===== src/common/cyclic_bram_params.svh =====
// ==============================
// cyclic bram sizing and options
// ==============================
`ifndef CYCLIC_BRAM_PARAMS_SVH
`define CYCLIC_BRAM_PARAMS_SVH

// read side geometry
`define CB_R_DEPTH 16
`define CB_R_WIDTH 8

// write side width, depth follows from total size
`define CB_W_WIDTH 16
`define CB_W_DEPTH ((`CB_R_DEPTH * `CB_R_WIDTH) / `CB_W_WIDTH)

// ram read pipeline depth in enabled cycles
`define CB_LATENCY 3

// absorb fifo, must hold at least CB_LATENCY words
`define CB_FIFO_DEPTH 8

// 1 puts the fifo behind the ram
`define CB_ABSORB 1

`endif


===== src/common/bram_cfg_pkg.sv =====
// ==============================
// cyclic bram address types
// ==============================
`include "cyclic_bram_params.svh"

package bram_cfg_pkg;

  // narrow read side address
  typedef logic [$clog2(`CB_R_DEPTH)-1:0] r_addr_t;

  // wide write side address
  typedef logic [$clog2(`CB_W_DEPTH)-1:0] w_addr_t;

  // window for the cyclic walk
  // read wraps max -> min, write wraps max -> 0
  typedef struct packed {
    r_addr_t r_addr_min;
    r_addr_t r_addr_max;
    w_addr_t w_addr_max;
  } addr_bounds_t;

endpackage


===== src/common/bram_stream_pkg.sv =====
// ==============================
// cyclic bram data beat types
// ==============================
`include "cyclic_bram_params.svh"

package bram_stream_pkg;

  // one wide word on the write side
  typedef struct packed {
    logic [`CB_W_WIDTH-1:0] data;
    logic                   last;
  } w_beat_t;

  // one narrow word on the read side
  typedef logic [`CB_R_WIDTH-1:0] r_word_t;

endpackage


===== src/source/sdp_bram.sv =====
// ==============================
// simple dual port ram, wide write
// narrow read, pipelined output
// ==============================
`timescale 1ns/1ps
`include "cyclic_bram_params.svh"

module sdp_bram (
  input  logic                     clk,
  input  logic                     clken,
  input  logic                     we,
  input  bram_cfg_pkg::w_addr_t    w_addr,
  input  logic [`CB_W_WIDTH-1:0]   w_data,
  input  bram_cfg_pkg::r_addr_t    r_addr,
  output bram_stream_pkg::r_word_t r_data
);

  localparam int RW    = `CB_R_WIDTH;
  localparam int SEL_W = $clog2(`CB_W_WIDTH / `CB_R_WIDTH);
  localparam int R_AW  = $bits(bram_cfg_pkg::r_addr_t);

  logic [`CB_W_WIDTH-1:0] mem [`CB_W_DEPTH];

  logic [`CB_W_WIDTH-1:0]   rd_word;
  logic [SEL_W-1:0]         rd_sel;
  bram_stream_pkg::r_word_t rd_part;

  // read pipeline, stage LATENCY-1 is the port
  bram_stream_pkg::r_word_t [`CB_LATENCY-1:0] pipe;

  always_ff @(posedge clk) begin
    if (clken && we) begin
      mem[w_addr] <= w_data;
    end
  end

  // upper read bits pick the wide word, low bits pick the slice
  // word 2k is the low half of write word k
  assign rd_word = mem[r_addr[R_AW-1:SEL_W]];
  assign rd_sel  = r_addr[SEL_W-1:0];
  assign rd_part = rd_word[rd_sel*RW +: RW];

  always_ff @(posedge clk) begin
    if (clken) begin
      pipe[0] <= rd_part;
      for (int i = 1; i < `CB_LATENCY; i++) begin
        pipe[i] <= pipe[i-1];
      end
    end
  end

  assign r_data = pipe[`CB_LATENCY-1];

endmodule


===== src/source/n_delay.sv =====
// ==============================
// n-stage enabled delay line
// ==============================
`timescale 1ns/1ps

module n_delay #(
  parameter int N     = 3,
  parameter int WIDTH = 1
) (
  input  logic             clk,
  input  logic             reset,
  input  logic             clken,
  input  logic [WIDTH-1:0] data_in,
  output logic [WIDTH-1:0] data_out
);

  logic [N-1:0][WIDTH-1:0] shreg;

  // shifts only on enabled cycles so it tracks the ram pipeline
  always_ff @(posedge clk) begin
    if (reset) begin
      shreg <= '0;
    end else if (clken) begin
      shreg[0] <= data_in;
      for (int i = 1; i < N; i++) begin
        shreg[i] <= shreg[i-1];
      end
    end
  end

  assign data_out = shreg[N-1];

endmodule


===== src/source/absorb_fifo.sv =====
// ==============================
// small fifo that catches ram
// output still in the pipeline
// ==============================
`timescale 1ns/1ps

module absorb_fifo #(
  parameter int DEPTH = 8
) (
  input  logic                     clk,
  input  logic                     reset,
  input  logic                     clken,
  input  logic                     wr_en,
  input  logic                     rd_en,
  input  bram_stream_pkg::r_word_t din,
  output bram_stream_pkg::r_word_t dout,
  output logic                     valid,
  output logic                     empty,
  output logic                     full
);

  localparam int PTR_W = $clog2(DEPTH);

  bram_stream_pkg::r_word_t mem [DEPTH];

  logic [PTR_W-1:0] wr_ptr;
  logic [PTR_W-1:0] rd_ptr;
  logic [PTR_W:0]   count;
  logic             push;
  logic             pop;

  assign empty = (count == '0);
  assign full  = (count == (PTR_W+1)'(DEPTH));

  // reads on an empty fifo are simply dropped
  assign push = clken && wr_en && !full;
  assign pop  = clken && rd_en && !empty;

  always_ff @(posedge clk) begin
    if (reset) begin
      wr_ptr <= '0;
      rd_ptr <= '0;
      count  <= '0;
      valid  <= 1'b0;
    end else begin
      // one pulse per popped word, not held through a stall
      valid <= pop;
      if (push) begin
        wr_ptr <= (wr_ptr == PTR_W'(DEPTH-1)) ? '0 : wr_ptr + 1'b1;
      end
      if (pop) begin
        rd_ptr <= (rd_ptr == PTR_W'(DEPTH-1)) ? '0 : rd_ptr + 1'b1;
      end
      count <= count + (PTR_W+1)'(push) - (PTR_W+1)'(pop);
    end
  end

  always_ff @(posedge clk) begin
    if (push) begin
      mem[wr_ptr] <= din;
    end
    if (pop) begin
      dout <= mem[rd_ptr];
    end
  end

  // the depth must cover every read still in flight in the ram
  a_no_overflow: assert property (@(posedge clk) disable iff (reset)
    (clken && wr_en) |-> !full)
    else $error("absorb fifo written while full");

  // count never wraps below zero, and empty means the pointers meet
  a_no_phantom_pop: assert property (@(posedge clk) disable iff (reset)
    (count <= (PTR_W+1)'(DEPTH)) && (!empty || (wr_ptr == rd_ptr)))
    else $error("absorb fifo count and pointers out of step");

endmodule


===== src/cyclic_bram/cyclic_addr_gen.sv =====
// ==============================
// wrapping address counter
// ==============================
`timescale 1ns/1ps

module cyclic_addr_gen #(
  parameter int ADDR_WIDTH = 4,
  parameter bit USE_LAST   = 1'b0
) (
  input  logic                  clk,
  input  logic                  reset,
  input  logic                  en,
  input  logic                  last_in,
  input  logic [ADDR_WIDTH-1:0] addr_min,
  input  logic [ADDR_WIDTH-1:0] addr_max,
  output logic [ADDR_WIDTH-1:0] addr
);

  logic                  wrap;
  logic [ADDR_WIDTH-1:0] addr_next;

  // external last replaces the compare, for irregular tiles
  assign wrap      = USE_LAST ? last_in : (addr == addr_max);
  assign addr_next = wrap ? addr_min : addr + 1'b1;

  always_ff @(posedge clk) begin
    if (reset) begin
      addr <= '0;
    end else if (en) begin
      addr <= addr_next;
    end
  end

  // the walk never leaves the window below the maximum
  a_in_window: assert property (@(posedge clk) disable iff (reset || USE_LAST)
    addr <= addr_max)
    else $error("cyclic address stepped past its maximum");

endmodule


===== src/cyclic_bram/cyclic_bram.sv =====
// ==============================
// cyclic buffer, wide write and
// replayed narrow read window
// ==============================
`timescale 1ns/1ps
`include "cyclic_bram_params.svh"

module cyclic_bram #(
  parameter bit USE_W_LAST = 1'b0,
  parameter bit USE_R_LAST = 1'b0
) (
  input  logic                         clk,
  input  logic                         reset,
  input  logic                         clken,
  input  logic                         w_en,
  input  bram_stream_pkg::w_beat_t     w_beat,
  input  logic                         r_en,
  input  logic                         r_last,
  input  bram_cfg_pkg::addr_bounds_t   bounds,
  output bram_stream_pkg::r_word_t     m_data,
  output logic                         m_valid,
  output logic                         fifo_empty
);

  bram_cfg_pkg::w_addr_t    w_addr;
  bram_cfg_pkg::r_addr_t    r_addr;
  bram_stream_pkg::r_word_t bram_data;
  logic                     w_fire;
  logic                     r_fire;
  logic                     bram_valid;

  assign w_fire = clken && w_en;
  assign r_fire = clken && r_en;

  // write side always restarts at word zero
  cyclic_addr_gen #(
    .ADDR_WIDTH ($bits(bram_cfg_pkg::w_addr_t)),
    .USE_LAST   (USE_W_LAST)
  ) u_w_addr (
    .clk      (clk),
    .reset    (reset),
    .en       (w_fire),
    .last_in  (w_beat.last),
    .addr_min ('0),
    .addr_max (bounds.w_addr_max),
    .addr     (w_addr)
  );

  cyclic_addr_gen #(
    .ADDR_WIDTH ($bits(bram_cfg_pkg::r_addr_t)),
    .USE_LAST   (USE_R_LAST)
  ) u_r_addr (
    .clk      (clk),
    .reset    (reset),
    .en       (r_fire),
    .last_in  (r_last),
    .addr_min (bounds.r_addr_min),
    .addr_max (bounds.r_addr_max),
    .addr     (r_addr)
  );

  sdp_bram u_sdp_bram (
    .clk    (clk),
    .clken  (clken),
    .we     (w_en),
    .w_addr (w_addr),
    .w_data (w_beat.data),
    .r_addr (r_addr),
    .r_data (bram_data)
  );

  // valid strobe walks alongside the ram read pipeline
  n_delay #(
    .N     (`CB_LATENCY),
    .WIDTH (1)
  ) u_valid_delay (
    .clk      (clk),
    .reset    (reset),
    .clken    (clken),
    .data_in  (r_fire),
    .data_out (bram_valid)
  );

  if (`CB_ABSORB) begin : g_absorb
    // consumer pops with r_en, pipeline output lands here
    absorb_fifo #(
      .DEPTH (`CB_FIFO_DEPTH)
    ) u_absorb_fifo (
      .clk   (clk),
      .reset (reset),
      .clken (clken),
      .wr_en (bram_valid),
      .rd_en (r_en),
      .din   (bram_data),
      .dout  (m_data),
      .valid (m_valid),
      .empty (fifo_empty),
      .full  ()
    );
  end else begin : g_direct
    assign m_data     = bram_data;
    assign m_valid    = bram_valid;
    assign fifo_empty = 1'b1;
  end

endmodule


===== config.mk =====
export PLATFORM = sky130hd
export DESIGN_NAME = cyclic_bram
export DESIGN_NICKNAME = d
export VERILOG_FILES = /design/src/common/bram_cfg_pkg.sv /design/src/common/bram_stream_pkg.sv /design/src/source/sdp_bram.sv /design/src/source/n_delay.sv /design/src/source/absorb_fifo.sv /design/src/cyclic_bram/cyclic_addr_gen.sv /design/src/cyclic_bram/cyclic_bram.sv
export VERILOG_INCLUDE_DIRS = /design/src /design/src/common
export SDC_FILE = /design/constraint.sdc
export NUM_CORES = 1
export LEC_CHECK = 0
export ABC_AREA = 1
export ABC_CLOCK_PERIOD_IN_PS = 2600
export CAP_MARGIN = 20
export CORE_MARGIN = 2
export CORE_UTILIZATION = 55
export DETAILED_ROUTE_END_ITERATION = 8
export DONT_BUFFER_PORTS = 1
export PLACE_DENSITY = 0.67
export SYNTH_ARGS = -nofsm -noshare
export SYNTH_HDL_FRONTEND = slang
export SYNTH_HIERARCHICAL = 1
export SYNTH_SLANG_ARGS = --single-unit

===== constraint.sdc =====
create_clock -name clk -period 2.6 [get_ports clk]
set_input_delay 0.52 -clock clk [delete_from_list [all_inputs] [get_ports clk]]
set_output_delay 0.52 -clock clk [all_outputs]
set_load 0.005 [all_outputs]

==> impl_metrics.yaml <==
cells_and_area:
  final_cells: 1363
  area_growth_pct: 9.68
  final_common_cell: "nand2_1"
  diodes: 0
  layout-drive-gt1-share_pct: 8.38
  final_cell_mix: "nand2_1, edfxtp_1, inv_1"
  num-nets-final: 1128
  fillers: 1589
hold_path:
  min_to: "u_w_addr/addr[2]$_SDFFE_PP0P_"
  hold_depth: 1
  hp-class: "in -> reg"
  hp-start: "reset"
global_routing:
  antenna_found_initial: 0
  grt_pass1_wl_mm: 31.9
  grt_max_degree: 65
  grt.overflow.total: 0
  grt_pass1_vias: 6513
  grtUsageTotal_pct: 20.1
pwr:
  power_frac_comb_pct: 10.3
  p_int_mw: 6.76
  clock_power_share_pct: 38.1
  switching_share_pct: 23.3
  p_sw_mw: 2.05
  leakagePower_nw: 5.18
  ir_drop_uv: 615
  seqPwrFrac_pct: 51.6
  powerDensity_mw_per_mm2: 741
clock_tree:
  clk_latency_ns: 0.52
  cts_root_buf: "clkbuf_16"
  numCtsBuffers: 25
  clock_path_buffers: 3
  cts-resized-gates: 0
  clkSinkCount: 245
  cts_tree: "built"
  path_clk_slew_ns: 0.06
  cts_max_level: 1
  postCtsSetupRepairBufs: 0
  holdBufCountCts: 0
place:
  port_buffers: 0
  dp.cells: 1319
  hpwl_mm: 12.0
  place.gp.congestion: 0.802
floorplanning:
  dieArea_mm2: 0.0209
  row_count: 51
  io_pins: 44
  fp.dieH_um: 144
  initial_utilization_pct: 55.9
  fp.dieW_um: 144
  core_mm2: 0.0194
route:
  postRouteAntennaNets: 0
  vias_per_cell: 4.91
  wl_per_cell_um: 14.6
  drt_iter0_drc: 383
  via_count: 6696
  finalWirelength_mm: 20.0
  dr.pass1.iters: 4
  route.detailed.drc: 0
worst_setup_path:
  crit_type: "reg -> reg"
  rr_endpoint: "g_absorb.u_absorb_fifo/count[2]$_SDFF_PP0_"
  cp.arrival_ns: 2.57
  r2r-start: "g_absorb.u_absorb_fifo/count[1]$_SDFF_PP0_"
  startpoint_type: "flip-flop"
  cp.required_ns: 3.01
  worstSetupEndpointType: "flip-flop"
  regToRegSetupSlack_ns: 0.44
  crit_fanout: 6
  reg2reg_depth: 11
timing:
  max_slew_margin_pct: 51.6
  rsz0062_at_grt: "false"
  hold_viol_final: 0
  min_period_ns: 2.16
  setup_viol: 0
  fin_crit_sh_pct: 83.1
  worstMarginPinSlew_ns: 0.725
  skew_ns: 0.0181
  max_freq_mhz: 463
  drv_slew: 0
  fin_tns_setup_ns: 0
synth:
  synthCells: 1066
  avgSynthCellArea_um2: 10.2
  synth-warning-count: 6
  syn_area_mm2: 0.0109
job:
  drv_cap: 0
run_status:
  status: "completed"
## how the worst max path moves through the flow
stage | startpoint | endpoint
floorplan | g_absorb.u_absorb_fifo/count[2]$_SDFF_PP0_ | g_absorb.u_absorb_fifo/count[2]$_SDFF_PP0_
global placement | clken | g_absorb.u_absorb_fifo/count[2]$_SDFF_PP0_
detailed placement | clken | g_absorb.u_absorb_fifo/count[2]$_SDFF_PP0_
CTS | g_absorb.u_absorb_fifo/count[2]$_SDFF_PP0_ | g_absorb.u_absorb_fifo/count[2]$_SDFF_PP0_
global route | g_absorb.u_absorb_fifo/count[2]$_SDFF_PP0_ | g_absorb.u_absorb_fifo/count[2]$_SDFF_PP0_
finish | g_absorb.u_absorb_fifo/count[1]$_SDFF_PP0_ | g_absorb.u_absorb_fifo/count[2]$_SDFF_PP0_
## through the flow
stage | hold WS (ns) | setup WS, ns | power [mW] | utilization (%) | area, um2
6_report | 0.0549 | 0.439 | 8.81 | 61.3 | 11900
5_1_grt | 0.0363 | 0.260 | 9.20 | 61.3 | 11900
4_1_cts | 0.0341 | 0.425 | 8.90 | 61.3 | 11900
3_5_place_dp | 0.405 | 0.442 | 5.55 | 57.4 | 11100
3_3_place_gp | 0.401 | 0.478 | 5.51 | 57.2 | 11100
2_1_floorplan | 0.400 | 0.457 | 5.37 | - | 10900
## cell type report
type                       count  area [um2]  share of cell area, %
clock buffer                  37         711                   5.97
clock inverter                 7        62.6                  0.526
inverter                     215         815                   6.84
multi-input combinational    565        2570                   21.6
sequential                   245        7150                   60.1
tap                          265         332                   2.79
timing repair buffer          29         263                   2.21
## registers in the layout (all words and copies together) (netlist names)
name	count
u_valid_delay/shreg	2
u_w_addr/addr	3
g_absorb.u_absorb_fifo/rd_ptr	3
g_absorb.u_absorb_fifo/valid	1
u_sdp_bram/mem	128
g_absorb.u_absorb_fifo/wr_ptr	3
u_r_addr/addr	4
u_sdp_bram/pipe	16
u_sdp_bram/r_data	8
g_absorb.u_absorb_fifo/count	4
g_absorb.u_absorb_fifo/mem	64
u_valid_delay/data_out	1
g_absorb.u_absorb_fifo/dout	8
## critical path, cell delays in order (launching register included)
cell and delay, ns:
dfxtp_1 0.35, nor2_1 0.17, nand2_1 0.18, nand2_1 0.16, inv_1 0.08, ha_1 0.27, inv_1 0.05, ha_1 0.16
inv_1 0.06, fa_1 0.37, xor2_1 0.15, nor2_1 0.05
## power groups by stage
stage | Clock [mW] | Combinational [mW] | Sequential [mW]
5_1_grt | 3.59 | 1.05 | 4.57
3_5_place_dp | 0 | 0.913 | 4.63
2_1_floorplan | 0 | 0.765 | 4.60
3_3_place_gp | 0 | 0.886 | 4.63
6_report | 3.35 | 0.910 | 4.55
4_1_cts | 3.43 | 0.917 | 4.55
## metal layers
layer / wire length, um / track usage [%]
met5: 0 / 0
met4: 676 / 7.92
met3: 864 / 3.15
met2: 10300 / 37.3
met1: 8080 / 23.2
Power figures use the tool's default switching activity.
